[src/design/core_if_pkg.sv]
// Records passed between the fetch, execute and retire blocks,
// and the retire record seen at the core boundary.
`default_nettype none

package core_if_pkg;

  // Word returned by the instruction port with its address
  typedef struct packed {
    logic [31:0] pc;
    logic [31:0] instr;
  } fetch_rsp_t;

  typedef struct packed {
    logic [4:0]  rd;
    logic [31:0] wdata;
    logic        we;
    logic        illegal;
    logic        branch_taken;
    logic [31:0] next_pc;
  } exec_res_t;

  // One entry per executed word
  typedef struct packed {
    logic [31:0] pc;
    logic [31:0] instr;
    logic [4:0]  rd;
    logic [31:0] wdata;
    logic        we;
    logic        illegal;
  } retire_t;

endpackage

`default_nettype wire

[src/design/rv_isa_pkg.sv]
// RV32I subset encodings used by the decoder.
// Opcodes, function codes and the two views of one instruction word.
`default_nettype none

package rv_isa_pkg;

  // Major opcodes of the executed subset
  typedef enum logic [6:0] {
    OPC_LUI    = 7'b0110111,
    OPC_OP_IMM = 7'b0010011,
    OPC_OP     = 7'b0110011,
    OPC_BRANCH = 7'b1100011
  } opcode_e;

  // funct3 for the ALU forms
  localparam logic [2:0] FUNCT3_ADD_SUB = 3'b000;
  localparam logic [2:0] FUNCT3_XOR     = 3'b100;
  localparam logic [2:0] FUNCT3_OR      = 3'b110;
  localparam logic [2:0] FUNCT3_AND     = 3'b111;

  // funct3 for the branches
  localparam logic [2:0] FUNCT3_BEQ     = 3'b000;
  localparam logic [2:0] FUNCT3_BNE     = 3'b001;

  localparam logic [6:0] FUNCT7_SUB     = 7'b0100000;

  typedef struct packed {
    logic [6:0] funct7;
    logic [4:0] rs2;
    logic [4:0] rs1;
    logic [2:0] funct3;
    logic [4:0] rd;
    opcode_e    opcode;
  } r_type_t;

  typedef struct packed {
    logic [11:0] imm12;
    logic [4:0]  rs1;
    logic [2:0]  funct3;
    logic [4:0]  rd;
    opcode_e     opcode;
  } i_type_t;

  // B and U immediates are sliced from the raw word bits
  typedef union packed {
    r_type_t r;
    i_type_t i;
  } instr_u;

endpackage

`default_nettype wire
[src/design/mini_core_wrapper.sv]
// Top level of the mini core: fetch, decode/execute, register file
// and retire logger on one instruction port.
`timescale 1ns/1ps
`default_nettype none

module mini_core_wrapper import core_if_pkg::*; #(
  parameter int ILLEGAL_CNT_W = 8
) (
  input  logic                     clk_i,
  input  logic                     rst_i,
  input  logic                     fetch_enable_i,
  input  logic [31:0]              boot_addr_i,

  // Instruction memory interface
  output logic                     instr_req_o,
  input  logic                     instr_gnt_i,
  input  logic                     instr_rvalid_i,
  output logic [31:0]              instr_addr_o,
  input  logic [31:0]              instr_rdata_i,

  // Retire port and status
  output logic                     retire_valid_o,
  output retire_t                  retire_o,
  output logic [ILLEGAL_CNT_W-1:0] illegal_count_o,
  output logic                     core_sleep_o
);

  logic        fetch_valid;
  fetch_rsp_t  fetch_rsp;
  exec_res_t   exec_res;
  logic        fetch_idle;
  logic [4:0]  rs1_addr;
  logic [4:0]  rs2_addr;
  logic [31:0] rs1_data;
  logic [31:0] rs2_data;

  instr_fetch fetch_i (
    .clk_i          ( clk_i          ),
    .rst_i          ( rst_i          ),
    .fetch_enable_i ( fetch_enable_i ),
    .boot_addr_i    ( boot_addr_i    ),
    .instr_req_o    ( instr_req_o    ),
    .instr_addr_o   ( instr_addr_o   ),
    .instr_gnt_i    ( instr_gnt_i    ),
    .instr_rvalid_i ( instr_rvalid_i ),
    .instr_rdata_i  ( instr_rdata_i  ),
    .exec_i         ( exec_res       ),
    .fetch_valid_o  ( fetch_valid    ),
    .fetch_o        ( fetch_rsp      ),
    .idle_o         ( fetch_idle     )
  );

  decode_exec exec_i (
    .fetch_valid_i ( fetch_valid ),
    .fetch_i       ( fetch_rsp   ),
    .rs1_addr_o    ( rs1_addr    ),
    .rs2_addr_o    ( rs2_addr    ),
    .rs1_data_i    ( rs1_data    ),
    .rs2_data_i    ( rs2_data    ),
    .exec_o        ( exec_res    )
  );

  reg_file regs_i (
    .clk_i     ( clk_i          ),
    .rst_i     ( rst_i          ),
    .raddr_a_i ( rs1_addr       ),
    .raddr_b_i ( rs2_addr       ),
    .rdata_a_o ( rs1_data       ),
    .rdata_b_o ( rs2_data       ),
    .waddr_i   ( exec_res.rd    ),
    .wdata_i   ( exec_res.wdata ),
    .we_i      ( exec_res.we    )
  );

  retire_log #(
    .ILLEGAL_CNT_W ( ILLEGAL_CNT_W )
  ) retire_i (
    .clk_i           ( clk_i           ),
    .rst_i           ( rst_i           ),
    .fetch_valid_i   ( fetch_valid     ),
    .fetch_i         ( fetch_rsp       ),
    .exec_i          ( exec_res        ),
    .idle_i          ( fetch_idle      ),
    .fetch_enable_i  ( fetch_enable_i  ),
    .retire_valid_o  ( retire_valid_o  ),
    .retire_o        ( retire_o        ),
    .illegal_count_o ( illegal_count_o ),
    .core_sleep_o    ( core_sleep_o    )
  );

endmodule

`default_nettype wire

[src/design/retire_log.sv]
// Retire stage: one registered record per executed word,
// a wrapping count of illegal words and the core sleep flag.
`timescale 1ns/1ps
`default_nettype none

module retire_log import core_if_pkg::*; #(
  parameter int ILLEGAL_CNT_W = 8
) (
  input  logic                     clk_i,
  input  logic                     rst_i,
  input  logic                     fetch_valid_i,
  input  fetch_rsp_t               fetch_i,
  input  exec_res_t                exec_i,
  input  logic                     idle_i,
  input  logic                     fetch_enable_i,
  output logic                     retire_valid_o,
  output retire_t                  retire_o,
  output logic [ILLEGAL_CNT_W-1:0] illegal_count_o,
  output logic                     core_sleep_o
);

  always_ff @(posedge clk_i) begin
    if (rst_i) begin
      retire_valid_o  <= 1'b0;
      illegal_count_o <= '0;
    end else begin
      retire_valid_o <= fetch_valid_i;
      if (fetch_valid_i && exec_i.illegal) begin
        illegal_count_o <= illegal_count_o + ILLEGAL_CNT_W'(1);
      end
    end
  end

  // Record payload, qualified by retire_valid_o
  always_ff @(posedge clk_i) begin
    if (fetch_valid_i) begin
      retire_o.pc      <= fetch_i.pc;
      retire_o.instr   <= fetch_i.instr;
      retire_o.rd      <= exec_i.rd;
      retire_o.wdata   <= exec_i.wdata;
      retire_o.we      <= exec_i.we;
      retire_o.illegal <= exec_i.illegal;
    end
  end

  // Asleep once fetch is off and nothing is outstanding
  assign core_sleep_o = ~fetch_enable_i & idle_i;

endmodule

`default_nettype wire

[src/design/reg_file.sv]
// Integer register file, 32 x 32 bits.
// Two combinational read ports and one write port; x0 reads as zero.
`timescale 1ns/1ps
`default_nettype none

module reg_file (
  input  logic        clk_i,
  input  logic        rst_i,
  input  logic [4:0]  raddr_a_i,
  input  logic [4:0]  raddr_b_i,
  output logic [31:0] rdata_a_o,
  output logic [31:0] rdata_b_o,
  input  logic [4:0]  waddr_i,
  input  logic [31:0] wdata_i,
  input  logic        we_i
);

  logic [31:0] regs_q [32];

  always_ff @(posedge clk_i) begin
    if (rst_i) begin
      for (int i = 0; i < 32; i++) begin
        regs_q[i] <= '0;
      end
    end else if (we_i && (waddr_i != 5'd0)) begin
      // x0 keeps its reset value of zero
      regs_q[waddr_i] <= wdata_i;
    end
  end

  assign rdata_a_o = regs_q[raddr_a_i];
  assign rdata_b_o = regs_q[raddr_b_i];

endmodule

`default_nettype wire

[src/design/decode_exec.sv]
// Single-cycle decode and execute of the RV32I subset.
// Reads the register file combinationally and returns the write-back
// data, the illegal flag and the next pc.
`timescale 1ns/1ps
`default_nettype none

module decode_exec import rv_isa_pkg::*, core_if_pkg::*; (
  input  logic        fetch_valid_i,
  input  fetch_rsp_t  fetch_i,
  output logic [4:0]  rs1_addr_o,
  output logic [4:0]  rs2_addr_o,
  input  logic [31:0] rs1_data_i,
  input  logic [31:0] rs2_data_i,
  output exec_res_t   exec_o
);

  instr_u      instr;
  logic [31:0] imm_i;
  logic [31:0] imm_b;
  logic [31:0] imm_u;
  logic [31:0] result;
  logic        writes_rd;
  logic        legal;
  logic        taken;

  assign instr      = fetch_i.instr;
  assign rs1_addr_o = instr.r.rs1;
  assign rs2_addr_o = instr.r.rs2;

  assign imm_i = {{20{instr.i.imm12[11]}}, instr.i.imm12};
  assign imm_b = {{20{instr[31]}}, instr[7], instr[30:25], instr[11:8], 1'b0};
  assign imm_u = {instr[31:12], 12'h000};

  always_comb begin
    result    = '0;
    writes_rd = 1'b0;
    legal     = 1'b0;
    taken     = 1'b0;
    case (instr.r.opcode)
      OPC_LUI: begin
        result    = imm_u;
        writes_rd = 1'b1;
        legal     = 1'b1;
      end
      // Immediate forms use the I view of the word
      OPC_OP_IMM: begin
        writes_rd = 1'b1;
        legal     = 1'b1;
        case (instr.i.funct3)
          FUNCT3_ADD_SUB: result = rs1_data_i + imm_i;
          FUNCT3_XOR:     result = rs1_data_i ^ imm_i;
          FUNCT3_OR:      result = rs1_data_i | imm_i;
          FUNCT3_AND:     result = rs1_data_i & imm_i;
          default: begin
            writes_rd = 1'b0;
            legal     = 1'b0;
          end
        endcase
      end
      // Register forms need funct7 as well
      OPC_OP: begin
        writes_rd = 1'b1;
        legal     = 1'b1;
        case ({instr.r.funct7, instr.r.funct3})
          {7'h00, FUNCT3_ADD_SUB}:      result = rs1_data_i + rs2_data_i;
          {FUNCT7_SUB, FUNCT3_ADD_SUB}: result = rs1_data_i - rs2_data_i;
          {7'h00, FUNCT3_XOR}:          result = rs1_data_i ^ rs2_data_i;
          {7'h00, FUNCT3_OR}:           result = rs1_data_i | rs2_data_i;
          {7'h00, FUNCT3_AND}:          result = rs1_data_i & rs2_data_i;
          default: begin
            writes_rd = 1'b0;
            legal     = 1'b0;
          end
        endcase
      end
      OPC_BRANCH: begin
        case (instr.r.funct3)
          FUNCT3_BEQ: begin
            legal = 1'b1;
            taken = (rs1_data_i == rs2_data_i);
          end
          FUNCT3_BNE: begin
            legal = 1'b1;
            taken = (rs1_data_i != rs2_data_i);
          end
          default: legal = 1'b0;
        endcase
      end
      default: legal = 1'b0;
    endcase
  end

  assign exec_o.rd           = instr.r.rd;
  assign exec_o.wdata        = result;
  assign exec_o.we           = fetch_valid_i & legal & writes_rd;
  assign exec_o.illegal      = ~legal;
  assign exec_o.branch_taken = taken;
  // Not-taken and illegal words fall through to pc + 4
  assign exec_o.next_pc      = taken ? fetch_i.pc + imm_b : fetch_i.pc + 32'd4;

endmodule

`default_nettype wire

[src/design/instr_fetch.sv]
// Instruction fetch with one request in flight on the req/gnt/rvalid port.
// The pc loads the executed next_pc in the response cycle.
`timescale 1ns/1ps
`default_nettype none

module instr_fetch import core_if_pkg::*; (
  input  logic        clk_i,
  input  logic        rst_i,
  input  logic        fetch_enable_i,
  input  logic [31:0] boot_addr_i,
  output logic        instr_req_o,
  output logic [31:0] instr_addr_o,
  input  logic        instr_gnt_i,
  input  logic        instr_rvalid_i,
  input  logic [31:0] instr_rdata_i,
  input  exec_res_t   exec_i,
  output logic        fetch_valid_o,
  output fetch_rsp_t  fetch_o,
  output logic        idle_o
);

  typedef enum logic [1:0] {
    FETCH_IDLE,
    FETCH_REQ,
    FETCH_WAIT
  } fetch_state_e;

  fetch_state_e state_q;
  logic [31:0]  pc_q;

  always_ff @(posedge clk_i) begin
    if (rst_i) begin
      state_q <= FETCH_IDLE;
      pc_q    <= boot_addr_i;
    end else begin
      case (state_q)
        FETCH_IDLE: begin
          if (fetch_enable_i) begin
            state_q <= FETCH_REQ;
          end
        end
        // Hold req and address until granted
        FETCH_REQ: begin
          if (instr_gnt_i) begin
            state_q <= FETCH_WAIT;
          end
        end
        FETCH_WAIT: begin
          if (instr_rvalid_i) begin
            pc_q    <= exec_i.next_pc;
            state_q <= fetch_enable_i ? FETCH_REQ : FETCH_IDLE;
          end
        end
        default: state_q <= FETCH_IDLE;
      endcase
    end
  end

  assign instr_req_o   = (state_q == FETCH_REQ);
  assign instr_addr_o  = pc_q;

  // Response is consumed by execute in the rvalid cycle
  assign fetch_valid_o = (state_q == FETCH_WAIT) & instr_rvalid_i;
  assign fetch_o.pc    = pc_q;
  assign fetch_o.instr = instr_rdata_i;

  assign idle_o        = (state_q == FETCH_IDLE);

endmodule

`default_nettype wire

[config.mk]
export PLATFORM = sky130hd
export DESIGN_NAME = mini_core_wrapper
export DESIGN_NICKNAME = d
export VERILOG_FILES = /design/src/design/core_if_pkg.sv /design/src/design/rv_isa_pkg.sv /design/src/design/mini_core_wrapper.sv /design/src/design/retire_log.sv /design/src/design/reg_file.sv /design/src/design/decode_exec.sv /design/src/design/instr_fetch.sv
export SDC_FILE = /design/constraint.sdc
export NUM_CORES = 2
export LEC_CHECK = 0
export ABC_AREA = 1
export BUFFER_PORTS_ARGS = -buffer_cell sky130_fd_sc_hd__clkbuf_2
export CORE_ASPECT_RATIO = 0.8
export CORE_MARGIN = 4
export CORE_UTILIZATION = 45
export CTS_BUF_LIST = sky130_fd_sc_hd__clkbuf_4
export DETAILED_ROUTE_END_ITERATION = 8
export GPL_ROUTABILITY_DRIVEN = 0
export HOLD_SLACK_MARGIN = 0.1
export PLACE_DENSITY = 0.6
export SETUP_SLACK_MARGIN = 0.02
export SLEW_MARGIN = 20
export SYNTH_ARGS = -nofsm -noshare
export SYNTH_HDL_FRONTEND = slang
export SYNTH_HIERARCHICAL = 1
export SYNTH_SLANG_ARGS = --single-unit
[constraint.sdc]
create_clock -name clk_i -period 12.55 [get_ports clk_i]
set_input_delay 1.8825 -clock clk_i [delete_from_list [all_inputs] [get_ports clk_i]]
set_output_delay 1.8825 -clock clk_i [all_outputs]
set_load 0.03 [all_outputs]
==> flow_metrics.py <==
metrics = {
    "floorplan": {
        "io_pins": 215,
        "start_util": 0.453,
        "die_y_um": 375,
        "die_x_um": 466,
        "core.rowCount": 134,
        "die_area_um2": 175000,
        "coreArea_um2": 167000,
    },
    "sta": {
        "setup_viol": 0,
        "clock-skew-final_ns": 0.134,
        "period_minus_slack_ns": 7.48,
        "hold_viol": 0,
        "relSlewSlack": 0.232,
        "setup-tns-final_ns": 0,
        "finalCritPeriodShare": 0.596,
        "drv_slew": 0,
        "timing.fmax_ghz": 0.134,
        "tightest_slew_ns": 1.15,
        "rsz0062_at_grt": "false",
    },
    "synth": {
        "synth_warnings": 6,
        "mappedNetlistArea_um2": 75600,
        "syn_area_per_cell_um2": 7.42,
        "synthCells": 10200,
    },
    "routing": {
        "drc_errors": 0,
        "detail_route.vias_per_cell": 5.97,
        "firstDrtPassIters": 9,
        "ant_nets": 0,
        "drtIter0Drc": 12400,
        "num_vias": 75200,
        "routedWlPerCell_um": 25.2,
        "routed_wl_um": 317000,
    },
    "critical_path": {
        "crit_path_end_kind": "flip-flop",
        "slowest_stage": "clkinv_1",
        "path_class": "in2reg",
        "cp_top_family": "simple AND/OR/NAND/NOR gates",
        "cpPeakStageDelay_ns": 0.81,
        "crit_fanout": 143,
        "crit_path_frequent_cell": "nand2_1",
        "cp-start-kind": "primary input",
        "cp.required_ns": 13.71,
        "arrival_ns": 8.64,
        "cp_num_buf_inv": 5,
    },
    "clock_tree": {
        "clock_latency_ns": 1.40,
        "cts_resized": 0,
        "post_cts_buffers": 0,
        "cts_buffers": 333,
        "root_buffer": "clkbuf_4",
        "cts_sinks": 1170,
        "cts_tree": "built",
        "ctsHoldBuffers": 0,
        "htree_levels": 5,
        "path_clk_slew_ns": 0.07,
        "cts_buffer_depth": 4,
    },
    "placed_design": {
        "dpl.hpwl_um": 184000,
        "port_buffers": 214,
    },
    "layout": {
        "areaGrowthSynthToFinish_pct": 7.03,
        "final_layout_size_suffix_gt1_frac": 0.0948,
        "fin_nets": 10400,
    },
    "global_route": {
        "antenna_found_initial": 4,
        "grt_pass1_wl_um": 459000,
        "grt_pass1_vias": 70600,
        "track_usage": 0.350,
        "grt_max_degree": 237,
        "gr-total-overflow": 0,
    },
    "power": {
        "finalPower_w": 0.0101,
        "power_density_nw_per_um2": 125,
        "ir_drop_mv": 0.0964,
        "leakage_nw": 34.3,
    },
    "min_path": {
        "worstHoldPathType": "reg2reg",
    },
    "flow_run": {
        "cap_violations": 0,
    },
    "run_status": {
        "status": "finished clean",
    },
}
[state kept, by name, indices dropped and copies added (netlist names)]
signal / cells
retire_i/retire_valid_o: 1
retire_i/retire_o: 103
regs_i/regs_q: 1024
retire_i/illegal_count_o: 8
fetch_i/state_q: 2
fetch_i/instr_addr_o: 32
[metal layers]
layer,up-vias,routed length (um),GRT usage
met5,-,22,0
met4,2,18400,0.187
met3,1084,47400,0.0999
met2,5857,128000,0.492
met1,35100,123000,0.487
li1,33200,-,-
[stage by stage]
step	cells	hold slack (ns)	instance area (um^2)	utilization	setup slack [ns]
2_1_floorplan	10200	0.453	75700	-	3.76
3_3_place_gp	12100	0.507	76900	0.461	4.25
3_5_place_dp	12100	0.508	76900	0.461	4.17
4_1_cts	12600	0.536	80900	0.484	5.62
5_1_grt	12600	0.562	80900	0.485	4.96
6_report	12600	0.537	80900	0.485	5.07
[where the power goes]
group | switching, W | internal (W)
logic | 0.00152 | 0.000515
registers | 0.0000842 | 0.00443
clock network | 0.00171 | 0.00184
[worst register-to-register path, cell delays in order (launching register included)]
cell	delay [ns]
edfxtp_1	0.36
nand2_1	0.06
nand3_1	0.11
nand3_1	0.12
nand2_1	0.15
nand2_1	0.07
nand2_1	0.13
nand2_1	0.14
nand2_1	0.41
inv_1	0.20
ha_1	0.51
nor2_1	0.32
nand2_1	0.19
nor2_1	0.12
nand2_1	0.06
nand3_1	0.23
nand2_1	0.20
nand4_1	0.12
nand3_1	0.08
nand3_1	0.08
nand2_1	0.05
nand3_1	0.13
clkinv_1	0.81
nor2_1	0.35
[cell usage in the layout (no fill, tap or decap), types with 17 or more instances in the layout]
cell      count
nor2_1     1278
o21bai_1     17
o22ai_1      45
buf_4       132
clkinv_1     46
conb_1       32
clkbuf_2    205
nand2_2      56
clkbuf_4    475
nand2_1    3883
inv_2        19
ha_1        195
nand3_1    1770
inv_1       508
a21oi_1     128
xnor2_1      22
nand4_1      39
edfxtp_1   1159
xor2_1       29
nor3_1       55
o21ai_0      64
[path summary, 6_finish.rpt]
check / from / endpoint / slack [ns] / cells after the start
hold reg to reg: retire_i/illegal_count_o[0]$_SDFFE_PP0P_ / retire_i/illegal_count_o[0]$_SDFFE_PP0P_ / 0.54 / 2
setup reg to reg: regs_i/regs_q[17][9]$_SDFFCE_PN0P_ / regs_i/regs_q[10][27]$_SDFFCE_PN0P_ / 7.40 / 23
setup / recovery: instr_rdata_i[15] / regs_i/regs_q[10][27]$_SDFFCE_PN0P_ / 5.07 / 26
hold / removal: retire_i/illegal_count_o[0]$_SDFFE_PP0P_ / retire_i/illegal_count_o[0]$_SDFFE_PP0P_ / 0.54 / 2
[final cells by class]
type | instances | area, um^2
timing repair buffer | 359 | 2430
inverter | 538 | 2090
tap | 2244 | 2810
fill | 16600 | 86000
clock buffer | 475 | 3570
clock inverter | 56 | 379
sequential | 1170 | 35000
multi-input combinational | 7747 | 34600
antenna | 12 | 30.0
(Power assumes the default switching activity.)
